[src/mipsPkg.sv]
`default_nettype none

package mipsPkg;

    // primary opcodes of the supported subset
    typedef enum logic [5:0] {
        OP_SPECIAL = 6'h00,
        OP_J       = 6'h02,
        OP_JAL     = 6'h03,
        OP_BEQ     = 6'h04,
        OP_BNE     = 6'h05,
        OP_ADDIU   = 6'h09,
        OP_SLTI    = 6'h0a,
        OP_ANDI    = 6'h0c,
        OP_ORI     = 6'h0d,
        OP_XORI    = 6'h0e,
        OP_LUI     = 6'h0f,
        OP_LW      = 6'h23,
        OP_SW      = 6'h2b
    } opcodeE;

    typedef enum logic [5:0] {
        FN_SLL  = 6'h00,
        FN_SRL  = 6'h02,
        FN_SRA  = 6'h03,
        FN_JR   = 6'h08,
        FN_ADDU = 6'h21,
        FN_SUBU = 6'h23,
        FN_AND  = 6'h24,
        FN_OR   = 6'h25,
        FN_XOR  = 6'h26,
        FN_NOR  = 6'h27,
        FN_SLT  = 6'h2a,
        FN_SLTU = 6'h2b
    } functE;

    typedef enum logic [3:0] {
        ADD, SUB, AND, OR, XOR, NOR, SLT, SLTU, SLL, SRL, SRA, LUI
    } aluOpE;

    // where a decode operand comes from
    typedef enum logic [1:0] {
        REGFILE, FROM_EX, FROM_MEM, FROM_WB
    } fwdSelE;

    localparam logic [4:0]  LinkReg = 5'd31;
    localparam logic [31:0] PcStep  = 32'd4;

    typedef struct packed {
        logic  regWrite;
        logic  memRead;
        logic  memWrite;
        logic  useImm;   // operand b is the extended immediate
        logic  signExt;
        logic  useShamt; // shift by instr[10:6]
        logic  isBranch;
        logic  branchNe;
        logic  isJump;
        logic  isJr;
        logic  isLink;
        aluOpE aluOp;
    } ctrlT;

    typedef struct packed {
        ctrlT        ctrl;
        logic [31:0] pc;
        logic [31:0] opA;
        logic [31:0] opB;
        logic [31:0] storeData;
        logic [4:0]  shamt;
        logic [4:0]  dest;
    } idExT;

    typedef struct packed {
        logic        regWrite;
        logic        memRead;
        logic        memWrite;
        logic [31:0] pc;
        logic [31:0] aluResult;
        logic [31:0] storeData;
        logic [4:0]  dest;
    } exMemT;

    typedef struct packed {
        logic        regWrite;
        logic        memRead;
        logic [31:0] pc;
        logic [31:0] result;
        logic [4:0]  dest;
    } memWbT;

endpackage

`default_nettype wire
[src/mipsCore.sv]
`timescale 1ns/1ps
`default_nettype none

module mipsCore #(
    parameter logic [31:0] ResetPc = 32'h0000_0000
) (
    input  wire logic        clk_i,
    input  wire logic        arstN_i,
    input  wire logic [31:0] imemData_i,
    input  wire logic [31:0] dmemRdata_i,
    output logic      [31:0] imemAddr_o,
    output logic             dmemEn_o,
    output logic             dmemWe_o,
    output logic      [31:0] dmemAddr_o,
    output logic      [31:0] dmemWdata_o,
    // writeback trace, also the register file write port
    output logic             wbEn_o,
    output logic      [31:0] wbPc_o,
    output logic      [4:0]  wbReg_o,
    output logic      [31:0] wbData_o
);

    logic [31:0]     rdA, rdB, memResult;
    logic [4:0]      rsAddr, rtAddr, exDest, memDest;
    logic            exRegWrite, exMemRead, memRegWrite, memMemRead;
    logic            stallD;
    mipsPkg::fwdSelE fwdA, fwdB;
    mipsPkg::idExT   idEx;
    mipsPkg::exMemT  exMem;

    decodeStage #(.ResetPc(ResetPc)) decode (
        .clk_i       (clk_i),
        .arstN_i     (arstN_i),
        .instr_i     (imemData_i),
        .stall_i     (stallD),
        .rdA_i       (rdA),
        .rdB_i       (rdB),
        .fwdA_i      (fwdA),
        .fwdB_i      (fwdB),
        .exResult_i  (exMem.aluResult),
        .memResult_i (memResult),
        .wbResult_i  (wbData_o),
        .pc_o        (imemAddr_o),
        .rsAddr_o    (rsAddr),
        .rtAddr_o    (rtAddr),
        .idEx_o      (idEx)
    );

    regFile rf (
        .clk_i    (clk_i),
        .arstN_i  (arstN_i),
        .we_i     (wbEn_o),
        .waddr_i  (wbReg_o),
        .wdata_i  (wbData_o),
        .raddrA_i (rsAddr),
        .raddrB_i (rtAddr),
        .rdataA_o (rdA),
        .rdataB_o (rdB)
    );

    executeStage execute (
        .clk_i        (clk_i),
        .arstN_i      (arstN_i),
        .idEx_i       (idEx),
        .exMem_o      (exMem),
        .exDest_o     (exDest),
        .exRegWrite_o (exRegWrite),
        .exMemRead_o  (exMemRead)
    );

    memWbStage memWb (
        .clk_i         (clk_i),
        .arstN_i       (arstN_i),
        .exMem_i       (exMem),
        .dmemRdata_i   (dmemRdata_i),
        .dmemEn_o      (dmemEn_o),
        .dmemWe_o      (dmemWe_o),
        .dmemAddr_o    (dmemAddr_o),
        .dmemWdata_o   (dmemWdata_o),
        .memResult_o   (memResult),
        .memDest_o     (memDest),
        .memRegWrite_o (memRegWrite),
        .memMemRead_o  (memMemRead),
        .wbEn_o        (wbEn_o),
        .wbPc_o        (wbPc_o),
        .wbReg_o       (wbReg_o),
        .wbData_o      (wbData_o)
    );

    hazardUnit hazard (
        .rsAddr_i      (rsAddr),
        .rtAddr_i      (rtAddr),
        .exDest_i      (exDest),
        .exRegWrite_i  (exRegWrite),
        .exMemRead_i   (exMemRead),
        .memDest_i     (memDest),
        .memRegWrite_i (memRegWrite),
        .memMemRead_i  (memMemRead),
        .wbDest_i      (wbReg_o),
        .wbRegWrite_i  (wbEn_o),
        .fwdA_o        (fwdA),
        .fwdB_o        (fwdB),
        .stall_o       (stallD)
    );

endmodule

`default_nettype wire

[src/hazardUnit.sv]
`timescale 1ns/1ps
`default_nettype none

module hazardUnit (
    input  wire logic [4:0] rsAddr_i,
    input  wire logic [4:0] rtAddr_i,
    input  wire logic [4:0] exDest_i,
    input  wire logic       exRegWrite_i,
    input  wire logic       exMemRead_i,
    input  wire logic [4:0] memDest_i,
    input  wire logic       memRegWrite_i,
    input  wire logic       memMemRead_i,
    input  wire logic [4:0] wbDest_i,
    input  wire logic       wbRegWrite_i,
    output mipsPkg::fwdSelE fwdA_o,
    output mipsPkg::fwdSelE fwdB_o,
    output logic            stall_o
);

    // youngest producer wins
    function automatic mipsPkg::fwdSelE pickSource(input logic [4:0] src);
        if (src == '0) pickSource = mipsPkg::REGFILE;
        else if (exRegWrite_i && exDest_i == src) pickSource = mipsPkg::FROM_EX;
        else if (memRegWrite_i && memDest_i == src) pickSource = mipsPkg::FROM_MEM;
        else if (wbRegWrite_i && wbDest_i == src) pickSource = mipsPkg::FROM_WB;
        else pickSource = mipsPkg::REGFILE;
    endfunction

    // load data exists only once the load reaches writeback
    function automatic logic loadPending(input logic [4:0] src);
        loadPending = (src != '0) && ((exMemRead_i && exDest_i == src) ||
                                      (memMemRead_i && memDest_i == src));
    endfunction

    assign fwdA_o  = pickSource(rsAddr_i);
    assign fwdB_o  = pickSource(rtAddr_i);
    assign stall_o = loadPending(rsAddr_i) || loadPending(rtAddr_i);

endmodule

`default_nettype wire

[src/memWbStage.sv]
`timescale 1ns/1ps
`default_nettype none

module memWbStage (
    input  wire logic           clk_i,
    input  wire logic           arstN_i,
    input  wire mipsPkg::exMemT exMem_i,
    input  wire logic [31:0]    dmemRdata_i,
    output logic                dmemEn_o,
    output logic                dmemWe_o,
    output logic      [31:0]    dmemAddr_o,
    output logic      [31:0]    dmemWdata_o,
    output logic      [31:0]    memResult_o,
    output logic      [4:0]     memDest_o,
    output logic                memRegWrite_o,
    output logic                memMemRead_o,
    output logic                wbEn_o,
    output logic      [31:0]    wbPc_o,
    output logic      [4:0]     wbReg_o,
    output logic      [31:0]    wbData_o
);

    mipsPkg::exMemT exMemQ;
    mipsPkg::memWbT memWbQ;

    always_ff @(posedge clk_i or negedge arstN_i) begin
        if (!arstN_i) begin
            exMemQ <= '0;
            memWbQ <= '0;
        end else begin
            exMemQ           <= exMem_i;
            memWbQ.regWrite  <= exMemQ.regWrite && exMemQ.dest != '0; // r0 never written
            memWbQ.memRead   <= exMemQ.memRead;
            memWbQ.pc        <= exMemQ.pc;
            memWbQ.result    <= exMemQ.aluResult;
            memWbQ.dest      <= exMemQ.dest;
        end
    end

    // data memory answers in the following cycle
    assign dmemEn_o    = exMemQ.memRead | exMemQ.memWrite;
    assign dmemWe_o    = exMemQ.memWrite;
    assign dmemAddr_o  = exMemQ.aluResult;
    assign dmemWdata_o = exMemQ.storeData;

    assign memResult_o   = exMemQ.aluResult;
    assign memDest_o     = exMemQ.dest;
    assign memRegWrite_o = exMemQ.regWrite;
    assign memMemRead_o  = exMemQ.memRead;

    assign wbEn_o   = memWbQ.regWrite;
    assign wbPc_o   = memWbQ.pc;
    assign wbReg_o  = memWbQ.dest;
    assign wbData_o = memWbQ.memRead ? dmemRdata_i : memWbQ.result;

endmodule

`default_nettype wire

[src/executeStage.sv]
`timescale 1ns/1ps
`default_nettype none

module executeStage (
    input  wire logic          clk_i,
    input  wire logic          arstN_i,
    input  wire mipsPkg::idExT idEx_i,
    output mipsPkg::exMemT     exMem_o,
    output logic      [4:0]    exDest_o,
    output logic               exRegWrite_o,
    output logic               exMemRead_o
);

    mipsPkg::idExT idExQ;
    logic [31:0]   aluOut;
    logic [4:0]    shAmt;

    always_ff @(posedge clk_i or negedge arstN_i) begin
        if (!arstN_i) begin
            idExQ <= '0;
        end else begin
            idExQ <= idEx_i;
        end
    end

    assign shAmt = idExQ.ctrl.useShamt ? idExQ.shamt : idExQ.opA[4:0];

    always_comb begin
        case (idExQ.ctrl.aluOp)
            mipsPkg::SUB:  aluOut = idExQ.opA - idExQ.opB;
            mipsPkg::AND:  aluOut = idExQ.opA & idExQ.opB;
            mipsPkg::OR:   aluOut = idExQ.opA | idExQ.opB;
            mipsPkg::XOR:  aluOut = idExQ.opA ^ idExQ.opB;
            mipsPkg::NOR:  aluOut = ~(idExQ.opA | idExQ.opB);
            mipsPkg::SLT:  aluOut = {31'b0, $signed(idExQ.opA) < $signed(idExQ.opB)};
            mipsPkg::SLTU: aluOut = {31'b0, idExQ.opA < idExQ.opB};
            mipsPkg::SLL:  aluOut = idExQ.opB << shAmt; // shifts act on rt
            mipsPkg::SRL:  aluOut = idExQ.opB >> shAmt;
            mipsPkg::SRA:  aluOut = $signed(idExQ.opB) >>> shAmt;
            mipsPkg::LUI:  aluOut = {idExQ.opB[15:0], 16'h0};
            default:       aluOut = idExQ.opA + idExQ.opB;
        endcase
    end

    always_comb begin
        exMem_o.regWrite  = idExQ.ctrl.regWrite;
        exMem_o.memRead   = idExQ.ctrl.memRead;
        exMem_o.memWrite  = idExQ.ctrl.memWrite;
        exMem_o.pc        = idExQ.pc;
        exMem_o.aluResult = idExQ.ctrl.isLink ? idExQ.opA : aluOut; // link address as is
        exMem_o.storeData = idExQ.storeData;
        exMem_o.dest      = idExQ.dest;
    end

    assign exDest_o     = idExQ.dest;
    assign exRegWrite_o = idExQ.ctrl.regWrite;
    assign exMemRead_o  = idExQ.ctrl.memRead;

endmodule

`default_nettype wire

[src/decodeStage.sv]
`timescale 1ns/1ps
`default_nettype none

module decodeStage #(
    parameter logic [31:0] ResetPc = 32'h0000_0000
) (
    input  wire logic            clk_i,
    input  wire logic            arstN_i,
    input  wire logic [31:0]     instr_i,
    input  wire logic            stall_i,
    input  wire logic [31:0]     rdA_i,
    input  wire logic [31:0]     rdB_i,
    input  wire mipsPkg::fwdSelE fwdA_i,
    input  wire mipsPkg::fwdSelE fwdB_i,
    input  wire logic [31:0]     exResult_i,
    input  wire logic [31:0]     memResult_i,
    input  wire logic [31:0]     wbResult_i,
    output logic      [31:0]     pc_o,
    output logic      [4:0]      rsAddr_o,
    output logic      [4:0]      rtAddr_o,
    output mipsPkg::idExT        idEx_o
);

    logic [31:0]   pcQ;     // fetch address
    logic [31:0]   pcDQ;    // pc of the word in decode
    logic [31:0]   instrQ;
    logic [31:0]   pcNext, pcPlus4, brTarget, jTarget;
    logic [31:0]   opRs, opRt, immExt;
    logic [4:0]    destReg;
    logic          takeBranch;
    mipsPkg::ctrlT ctrl;

    function automatic logic [31:0] fwdMux(input mipsPkg::fwdSelE sel, input logic [31:0] rf);
        case (sel)
            mipsPkg::FROM_EX:  fwdMux = exResult_i;
            mipsPkg::FROM_MEM: fwdMux = memResult_i;
            mipsPkg::FROM_WB:  fwdMux = wbResult_i;
            default:           fwdMux = rf;
        endcase
    endfunction

    controlDecoder ctrlDec (
        .instr_i    (instrQ),
        .ctrl_o     (ctrl),
        .destReg_o  (destReg)
    );

    // pc and fetched word hold while a load result is pending
    always_ff @(posedge clk_i or negedge arstN_i) begin
        if (!arstN_i) begin
            pcQ    <= ResetPc;
            instrQ <= '0; // sll r0 is a nop
        end else if (!stall_i) begin
            pcQ    <= pcNext;
            instrQ <= instr_i;
        end
    end

    always_ff @(posedge clk_i) begin
        if (!stall_i) begin
            pcDQ <= pcQ;
        end
    end

    assign pc_o     = pcQ;
    assign rsAddr_o = instrQ[25:21];
    assign rtAddr_o = instrQ[20:16];

    assign opRs   = fwdMux(fwdA_i, rdA_i);
    assign opRt   = fwdMux(fwdB_i, rdB_i);
    assign immExt = ctrl.signExt ? {{16{instrQ[15]}}, instrQ[15:0]} : {16'h0, instrQ[15:0]};

    assign pcPlus4    = pcDQ + mipsPkg::PcStep;
    assign brTarget   = pcPlus4 + {immExt[29:0], 2'b00};
    assign jTarget    = {pcPlus4[31:28], instrQ[25:0], 2'b00};
    assign takeBranch = ctrl.isBranch & ((opRs == opRt) ^ ctrl.branchNe);

    // the word fetched now is the delay slot, so redirect the one after it
    always_comb begin
        if (takeBranch) begin
            pcNext = brTarget;
        end else if (ctrl.isJr) begin
            pcNext = opRs;
        end else if (ctrl.isJump) begin
            pcNext = jTarget;
        end else begin
            pcNext = pcQ + mipsPkg::PcStep;
        end
    end

    always_comb begin
        idEx_o.ctrl = ctrl;
        if (stall_i) begin // bubble into execute
            idEx_o.ctrl.regWrite = 1'b0;
            idEx_o.ctrl.memRead  = 1'b0;
            idEx_o.ctrl.memWrite = 1'b0;
        end
        idEx_o.pc        = pcDQ;
        idEx_o.opA       = ctrl.isLink ? pcPlus4 + mipsPkg::PcStep : opRs; // return address
        idEx_o.opB       = ctrl.useImm ? immExt : opRt;
        idEx_o.storeData = opRt;
        idEx_o.shamt     = instrQ[10:6];
        idEx_o.dest      = destReg;
    end

endmodule

`default_nettype wire

[src/regFile.sv]
`timescale 1ns/1ps
`default_nettype none

module regFile (
    input  wire logic        clk_i,
    input  wire logic        arstN_i,
    input  wire logic        we_i,
    input  wire logic [4:0]  waddr_i,
    input  wire logic [31:0] wdata_i,
    input  wire logic [4:0]  raddrA_i,
    input  wire logic [4:0]  raddrB_i,
    output logic      [31:0] rdataA_o,
    output logic      [31:0] rdataB_o
);

    logic [31:0] regs [32];

    always_ff @(posedge clk_i or negedge arstN_i) begin
        if (!arstN_i) begin
            for (int i = 0; i < 32; i++) begin
                regs[i] <= '0;
            end
        end else if (we_i && waddr_i != '0) begin
            regs[waddr_i] <= wdata_i;
        end
    end

    // same-cycle write shows through to the readers
    assign rdataA_o = (raddrA_i == '0) ? '0 :
                      (we_i && waddr_i == raddrA_i) ? wdata_i : regs[raddrA_i];
    assign rdataB_o = (raddrB_i == '0) ? '0 :
                      (we_i && waddr_i == raddrB_i) ? wdata_i : regs[raddrB_i];

endmodule

`default_nettype wire

[src/controlDecoder.sv]
`timescale 1ns/1ps
`default_nettype none

module controlDecoder (
    input  wire logic [31:0] instr_i,
    output mipsPkg::ctrlT    ctrl_o,
    output logic      [4:0]  destReg_o
);

    mipsPkg::opcodeE opcode;
    mipsPkg::functE  funct;

    assign opcode = mipsPkg::opcodeE'(instr_i[31:26]);
    assign funct  = mipsPkg::functE'(instr_i[5:0]);

    always_comb begin
        ctrl_o       = '0; // anything unknown stays a nop
        ctrl_o.aluOp = mipsPkg::ADD;
        case (opcode)
            mipsPkg::OP_SPECIAL: begin
                ctrl_o.regWrite = 1'b1;
                case (funct)
                    mipsPkg::FN_ADDU: ctrl_o.aluOp = mipsPkg::ADD;
                    mipsPkg::FN_SUBU: ctrl_o.aluOp = mipsPkg::SUB;
                    mipsPkg::FN_AND:  ctrl_o.aluOp = mipsPkg::AND;
                    mipsPkg::FN_OR:   ctrl_o.aluOp = mipsPkg::OR;
                    mipsPkg::FN_XOR:  ctrl_o.aluOp = mipsPkg::XOR;
                    mipsPkg::FN_NOR:  ctrl_o.aluOp = mipsPkg::NOR;
                    mipsPkg::FN_SLT:  ctrl_o.aluOp = mipsPkg::SLT;
                    mipsPkg::FN_SLTU: ctrl_o.aluOp = mipsPkg::SLTU;
                    mipsPkg::FN_SLL: begin
                        ctrl_o.aluOp    = mipsPkg::SLL;
                        ctrl_o.useShamt = 1'b1;
                    end
                    mipsPkg::FN_SRL: begin
                        ctrl_o.aluOp    = mipsPkg::SRL;
                        ctrl_o.useShamt = 1'b1;
                    end
                    mipsPkg::FN_SRA: begin
                        ctrl_o.aluOp    = mipsPkg::SRA;
                        ctrl_o.useShamt = 1'b1;
                    end
                    mipsPkg::FN_JR: begin
                        ctrl_o.regWrite = 1'b0;
                        ctrl_o.isJr     = 1'b1;
                    end
                    default: ctrl_o.regWrite = 1'b0;
                endcase
            end
            mipsPkg::OP_J: ctrl_o.isJump = 1'b1;
            mipsPkg::OP_JAL: begin
                ctrl_o.isJump   = 1'b1;
                ctrl_o.isLink   = 1'b1;
                ctrl_o.regWrite = 1'b1;
            end
            mipsPkg::OP_BEQ, mipsPkg::OP_BNE: begin
                ctrl_o.isBranch = 1'b1;
                ctrl_o.signExt  = 1'b1; // branch offset
                ctrl_o.branchNe = (opcode == mipsPkg::OP_BNE);
            end
            mipsPkg::OP_ADDIU, mipsPkg::OP_SLTI: begin
                ctrl_o.regWrite = 1'b1;
                ctrl_o.useImm   = 1'b1;
                ctrl_o.signExt  = 1'b1;
                ctrl_o.aluOp    = (opcode == mipsPkg::OP_SLTI) ? mipsPkg::SLT : mipsPkg::ADD;
            end
            mipsPkg::OP_ANDI, mipsPkg::OP_ORI, mipsPkg::OP_XORI, mipsPkg::OP_LUI: begin
                ctrl_o.regWrite = 1'b1;
                ctrl_o.useImm   = 1'b1; // zero extended
                case (opcode)
                    mipsPkg::OP_ANDI: ctrl_o.aluOp = mipsPkg::AND;
                    mipsPkg::OP_ORI:  ctrl_o.aluOp = mipsPkg::OR;
                    mipsPkg::OP_XORI: ctrl_o.aluOp = mipsPkg::XOR;
                    default:          ctrl_o.aluOp = mipsPkg::LUI;
                endcase
            end
            mipsPkg::OP_LW, mipsPkg::OP_SW: begin
                ctrl_o.useImm   = 1'b1;
                ctrl_o.signExt  = 1'b1;
                ctrl_o.regWrite = (opcode == mipsPkg::OP_LW);
                ctrl_o.memRead  = (opcode == mipsPkg::OP_LW);
                ctrl_o.memWrite = (opcode == mipsPkg::OP_SW);
            end
            default: ;
        endcase

        // rd for R-type, rt for immediates, ra for jal
        if (ctrl_o.isLink) begin
            destReg_o = mipsPkg::LinkReg;
        end else if (opcode == mipsPkg::OP_SPECIAL) begin
            destReg_o = instr_i[15:11];
        end else begin
            destReg_o = instr_i[20:16];
        end
    end

endmodule

`default_nettype wire

[config.mk]
export PLATFORM = sky130hd
export DESIGN_NAME = mipsCore
export DESIGN_NICKNAME = d
export VERILOG_FILES = /design/src/mipsPkg.sv /design/src/mipsCore.sv /design/src/hazardUnit.sv /design/src/memWbStage.sv /design/src/executeStage.sv /design/src/decodeStage.sv /design/src/regFile.sv /design/src/controlDecoder.sv
export SDC_FILE = /design/constraint.sdc
export NUM_CORES = 2
export LEC_CHECK = 0
export BUFFER_PORTS_ARGS = -buffer_cell sky130_fd_sc_hd__buf_2
export CAP_MARGIN = 10
export CORE_ASPECT_RATIO = 0.7
export CORE_MARGIN = 3
export CORE_UTILIZATION = 57
export DETAILED_ROUTE_END_ITERATION = 16
export HOLD_SLACK_MARGIN = 0.12
export PLACE_DENSITY = 0.76
export SLEW_MARGIN = 20
export SYNTH_ARGS = -nofsm -noshare
export SYNTH_HDL_FRONTEND = slang
export SYNTH_SLANG_ARGS = --single-unit
[constraint.sdc]
create_clock -name clk_i -period 5.8 [get_ports clk_i]
set_input_delay 0.58 -clock clk_i [delete_from_list [all_inputs] [get_ports clk_i]]
set_output_delay 0.58 -clock clk_i [all_outputs]
set_load 0.1 [all_outputs]
== Word-level counts from Yosys, hierarchy flattened ==
Index checks and enable logic that the tools add are counted.

* Word-level logic and storage cells: 219
* Bits of input ports: 66
* Register bits after elaboration: 1442
* Output and inout port bits: 168

* Reductions and logical operators: 36
* Magnitude comparators: 6
* Shift-type cells: 3
* Equality and inequality tests: 47
* Mux-type cells: 52
* $add $sub $neg: 6
* Bitwise operators: 10

{| class="wikitable"
|+ Operator list
! cell !! count
|-
| $bwmux W1024 || 1
|-
| $mux W32 || 17
|-
| $pmux W32 S11 || 1
|-
| $bmux W32 S5 || 2
|-
| $pmux W32 S3 || 2
|-
| $demux W32 S5 || 1
|-
| $add A32 B3 Y32 const B || 3
|-
| $add A32 B32 Y32 || 2
|-
| $lt A32 B32 Y1 || 2
|-
| $eq A6 B6 Y1 const B || 10
|-
| $eq A6 B4 Y1 const B || 7
|-
| $pmux W4 S10 || 1
|-
| $and A32 B32 Y32 || 1
|-
| $eq A32 B32 Y1 || 1
|-
| $not A32 Y32 || 1
|-
| $or A32 B32 Y32 || 1
|-
| $shl A32 B5 Y32 || 1
|-
| $shr A32 B5 Y32 || 1
|-
| $sshr A32 B5 Y32 || 1
|-
| $sub A32 B32 Y32 || 1
|-
| $xor A32 B32 Y32 || 1
|-
| $eq A5 B5 Y1 || 6
|-
| $eq A6 B2 Y1 const B || 4
|-
| $pmux W4 S3 || 2
|-
| other kinds (30) || 90
|}

== Depth between registers and ports, before layout ==
* Word-level depth: 12
* Gate-level depth with buffers: 26
* Depth with buffers taken out: 24

== Cells and area by module ==
From an unflattened synthesis, not the netlist that was laid out.

* Cells, all modules: 6989
* Area total of the unflattened synthesis: 85603.4 um^2

{| class="wikitable"
|+ By module, submodules not included
! module !! sequential area each (um^2) !! area each (um^2) !! cells each !! times used
|-
| regFile || 25624.6 || 54467.2 || 3662 || 1
|-
| executeStage || 3678.5 || 13935.9 || 1685 || 1
|-
| decodeStage || 2562.5 || 10393.7 || 1143 || 1
|-
| memWbStage || 4379.2 || 5824.3 || 352 || 1
|-
| controlDecoder || 0.0 || 520.5 || 84 || 1
|-
| hazardUnit || 0.0 || 461.7 || 63 || 1
|}

== Worst setup path after synthesis ==
Ideal clock, no wire load.

* Path type: register to register
* Start: register execute.idExQ[52] (netlist bit)
* End: register decode.pcQ[4], in the netlist decode.pc_o[4]
* Required time: 5.674 ns
* Setup time: 0.126 ns
* Setup slack: 0.369 ns
* Arrival: 5.305 ns
* Stages on the path, launching flop included: 24
* Period minus slack after synthesis: 5.431 ns
* Buffers on the path: 5
* Cells stage by stage: dfrtp_1 > clkbuf_1 > inv_1 > ha_1 > clkbuf_1 > inv_1 > o31ai_1 > nand2_1 > and4_1 > or3_1 > o41a_1 > o31ai_1 > o41ai_1 > xnor2_1 > o311ai_0 > o22a_1 > xnor2_1 > nand4_1 > or4_1 > buf_2 > and2_4 > buf_6 > buf_6 > a221o_1

* Longest elaborated chain between the ends: 9
* Elaborated cells on any way between the ends: 20
* Classes of those cells: add/sub (2); order compare (2); eq/ne (1); shift (3); mux (6); bitwise (6)

{| class="wikitable"
|+ RTL lines
! item !! line !! text
|-
| start: declaration || executeStage.sv:14 || <nowiki>mipsPkg::idExT idExQ;</nowiki>
|-
| start signal: assignment || executeStage.sv:22 || <nowiki>idExQ <= idEx_i;</nowiki>
|-
| branches (longest 2 deep; another with $add A32 B32 Y32) || n/a ||
|-
| $pmux W32 S11 (*) || executeStage.sv:29 || <nowiki>case (idExQ.ctrl.aluOp)</nowiki>
|-
| $mux W32 (*) || executeStage.sv:50 || <nowiki>exMem_o.aluResult = idExQ.ctrl.isLink ? idExQ.opA : aluOut;</nowiki>
|-
| $pmux W32 S3 || decodeStage.sv:34 || <nowiki>case (sel)</nowiki>
|-
| $eq A32 B32 Y1 || decodeStage.sv:76 || <nowiki>assign takeBranch = ctrl.isBranch & ((opRs == opRt) ^ ctrl.branchNe);</nowiki>
|-
| $xor A1 B1 Y1 || decodeStage.sv:76 ||
|-
| $and A1 B1 Y1 || decodeStage.sv:76 ||
|-
| $mux W32 (*) || decodeStage.sv:80 || <nowiki>if (takeBranch) begin</nowiki>
|-
| end signal: assignment || decodeStage.sv:51 || <nowiki>pcQ <= ResetPc;</nowiki>
|-
| end signal: assignment || decodeStage.sv:54 || <nowiki>pcQ <= pcNext;</nowiki>
|-
| end: declaration || decodeStage.sv:24 || <nowiki>logic [31:0] pcQ;</nowiki>
|}

Mark *: on every way between the ends.
A chain may end at the register's enable or synchronous reset.

== Final worst setup path ==
* Start: register execute.idExQ[68] (netlist bit)
* End: register decode.pcQ[19], in the netlist decode.pc_o[19]

Same word-level chain as after synthesis.

==> results.toml <==
[yosys]
synthCells = 8014
mappedNetlistArea_um2 = 82850
async_flop_share_pct = 97.78
yosysWarningCount = 0
yosysMostFrequentCell = "dfrtp_1"
synth-seq-cells = 1442
synth_top_area_share_pct = 42.59
netlist_top_cells_area = "dfrtp_1 (43%), mux4_2 (17%), a21oi_1 (5.3%)"
synth_edf_count = 32
yosysTopAreaCell = "dfrtp_1"
synth_cell_types = 105
avgSynthCellArea_um2 = 10.34
synthesis.nets = 8215
synth_flop_cell = "dfrtp_1"
ys_seq_area_share_pct = 43.75
synthTopCellsByCount = "dfrtp_1 (1,410), nor2_1 (903), a21oi_1 (882)"

[global_route]
grt_pass1_wl_um = 506900
antenna_found_initial = 27
grt_overflow_total = 0
grt_pass1_vias = 71830
grt_max_degree = 161
track_usage_pct = 46.65

[floorplan]
pin_count = 234
die_w_um = 461.7
die_height_um = 325.0
coreArea_um2 = 143700
rows = 116
initial_core_util_pct = 57.66
die_area_um2 = 150000

[placement]
portBuffers = 233
gp_congestion = 1.135
dp_hpwl_um = 252100
pre_cts_ws_ns = -1.009
placedCellCount = 10240

[sta]
period_share_pct = 104.6
finClkSkew_ns = 0.05000
worstMarginPinSlew_ns = 1.175
slew_headroom_pct = 21.68
finalWorstSetupSlack_ns = -0.2665
hold_viol_final = 0
fin_crit_ns = 6.066
slew_violations = 0
max_freq_ghz = 0.1648
setup-violations-final = 32
rsz0062_at_grt = "yes"

[detailed_routing]
drt.antenna.violating_nets = 0
via_count = 75750
wl_um = 355300
drtIter0Drc = 13080
drc_errors = 0
wire_per_inst_um = 33.46
drt-pass1-iter-count = 9
viasPerCell = 7.133

[cells_and_area]
final_nets = 8804
postLayoutCoreUtil_pct = 68.05
instances_no_fill = 10620
syn2layout_area_growth_pct = 18.03
drive_gt1_share_pct = 27.46
fill_cells = 10570

[run_status]
status = "finished with violations"
violations = "negative setup slack"

[clock_tree]
cts_root_buf = "clkbuf_16"
numCtsBuffers = 142
clock-sinks = 1442
clkTransAtPathRegs_ns = 0.07
clockBufferDepth = 3
cts_max_level = 4
clk_latency_ns = 0.81
tritoncts = "built"

[critical_path]
crit_fanout = 13
cp.required_ns = 6.48
rr_startpoint = "execute.idExQ[68]"
rr_endpoint = "decode.pc_o[19]"
critPathArrivalTime_ns = 6.75
crit_type = "reg -> reg"
r2r_cells = 17
worst_setup_path_start_kind = "flip-flop"
cp-end-kind = "flip-flop"
r2r_slack_ns = -0.27

[hold_path]
hold_class = "in -> reg"
hold_end = "decode.instrQ[22]"
hp-start = "imemData_i[22]"
hold_depth = 3

[pwr]
internal_power_uw = 23700
ir_drop_v = 0.0004586
p_leak_uw = 0.03982
power.density_nw_per_um2 = 433.0
switching_share_pct = 44.04
p_sw_uw = 18650
comb_power_share_pct = 43.9
clockPowerShare_pct = 22.5
seqPwrFrac_pct = 33.5

[run]
timing.max_cap.violations = 0
==> cell usage in the layout (no fill, tap or decap), drive strengths merged, types with 26 or more instances in the layout <==
cell type | Yosys | final
a21o | 29 | 29
nor3 | 92 | 92
nand4 | 52 | 52
inv | 190 | 197
and3 | 33 | 33
edfxtp | 32 | 32
clkbuf | 499 | 210
o21ai | 618 | 618
a221oi | 53 | 53
nand2 | 863 | 863
o22ai | 33 | 33
nand3 | 93 | 93
or3 | 30 | 30
xnor2 | 112 | 112
xor2 | 77 | 77
mux4 | 610 | 610
o31ai | 29 | 29
dfrtp | 1410 | 1410
ha | 132 | 132
mux2i | 272 | 272
a21oi | 883 | 883
o211ai | 49 | 49
nand2b | 30 | 30
nor2b | 26 | 26
a22oi | 35 | 35
nor2 | 903 | 903
o311ai | 31 | 31
dlygate4sd3 | 0 | 32
a211oi | 49 | 49
a31oi | 43 | 43
o221ai | 39 | 39
clkinv | 2 | 28
buf | 326 | 1230
==> how the worst max path moves through the flow <==
stage / from / endpoint / slack [ns] / cells after the start
after floorplan: execute.idExQ[52] / decode.pc_o[4] / 0.37 / 23
after global placement: execute.idExQ[147] / decode.pc_o[20] / -1.02 / 22
after detailed placement: execute.idExQ[147] / decode.pc_o[20] / -1.01 / 22
after CTS: execute.idExQ[147] / decode.pc_o[20] / -0.02 / 23
after global routing: decode.instrQ[21] / decode.pc_o[14] / -0.17 / 19
final: execute.idExQ[68] / decode.pc_o[19] / -0.27 / 17
==> logic make-up (layout without fill, tap and decap cells) <==
| kind of cell | after synthesis | count (layout) | share of synthesized area (%) |
|---|---|---|---|
| flops | 1442 | 1442 | 43.75 |
| fa+ha+maj | 135 | 135 | 2.066 |
| simple gates | 2225 | 2227 | 11.32 |
| mux | 907 | 907 | 20.25 |
| xor+xnor | 189 | 189 | 1.998 |
| buf+inv | 1017 | 1711 | 5.502 |
| other cells | 0 | 21 | 0 |
| compound gates | 2099 | 2099 | 15.12 |
==> area by class of cell <==
| cell class | instances | area, um^2 | share of cell area [%] |
|---|---|---|---|
| multi-input cells | 5557 | 43720 | 44.71 |
| flip-flops and latches | 1442 | 36290 | 37.11 |
| repair buffers | 1268 | 9985 | 10.21 |
| clock buffers | 204 | 4068 | 4.160 |
| well taps | 1888 | 2362 | 2.416 |
| inverters | 192 | 723.2 | 0.7396 |
| clock inverters | 47 | 583.1 | 0.5963 |
| diodes | 21 | 52.55 | 0.05374 |
==> repair_timing <==
action | 4_1_cts | 5_1_grt
setup endpoints to repair | 32 | 32
gates resized for setup | 57 | 189
hold buffers | 32 | 0
hold endpoints to repair | 150 | 0
buffers inserted | 11 | 60
gates cloned | 1 | 6
pin swaps | 9 | 85
==> through the flow <==
| stage | setup TNS, ns | instance area, um^2 | power (uW) | hold slack (ns) |
|---|---|---|---|---|
| floorplan | 0 | 82850 | 24730 | 0.2844 |
| global route | -3.740 | 97740 | 43480 | 0.2130 |
| finish | -6.715 | 97790 | 42340 | 0.2369 |
| detailed placement | -29.51 | 90910 | 31400 | 0.3347 |
| global placement | -29.27 | 90900 | 31070 | 0.3318 |
| CTS | -0.02429 | 96260 | 41050 | 0.1918 |
==> registers in the layout, indices dropped and copies added, names as in the netlist, 33 cells and up <==
signal / cells
rf.regs: 1024
memWb.memWbQ: 33
execute.exMem_o: 65
execute.idExQ: 75
==> power by group through the flow <==
stage          Clock [uW]  Sequential [uW]  Combinational, uW
2_1_floorplan           0            14000              10800
3_3_place_gp            0            14000              17000
3_5_place_dp            0            14200              17200
4_1_cts              9540            14000              17500
5_1_grt              9950            14300              19200
6_report             9540            14200              18600
==> per-layer routing <==
layer | track usage, % | part of all wire, % | up-vias
li1 | - | - | 30200
met1 | 66.76 | 38 | 37710
met2 | 60.25 | 39 | 6613
met3 | 20.65 | 17 | 1208
met4 | 22.25 | 6.0 | 14
met5 | 0.3846 | 0.040 | -
==> critical path, cell delays in order, from the launching register on <==
cell and delay, ns:
dfrtp_2 0.52, buf_4 0.25, inv_1 0.43, ha_2 0.55, nor4_1 0.88, nand4_1 0.50
nand4_1 0.22, a21oi_1 0.10, buf_4 0.20, o311ai_2 0.10, a31oi_1 0.20, xnor2_1 0.18
nor4_1 0.30, buf_4 0.17, nand4_1 0.11, or4_4 0.60, and2_4 0.26, o311ai_1 0.33
Note: power is estimated with default switching activity, not from simulation.
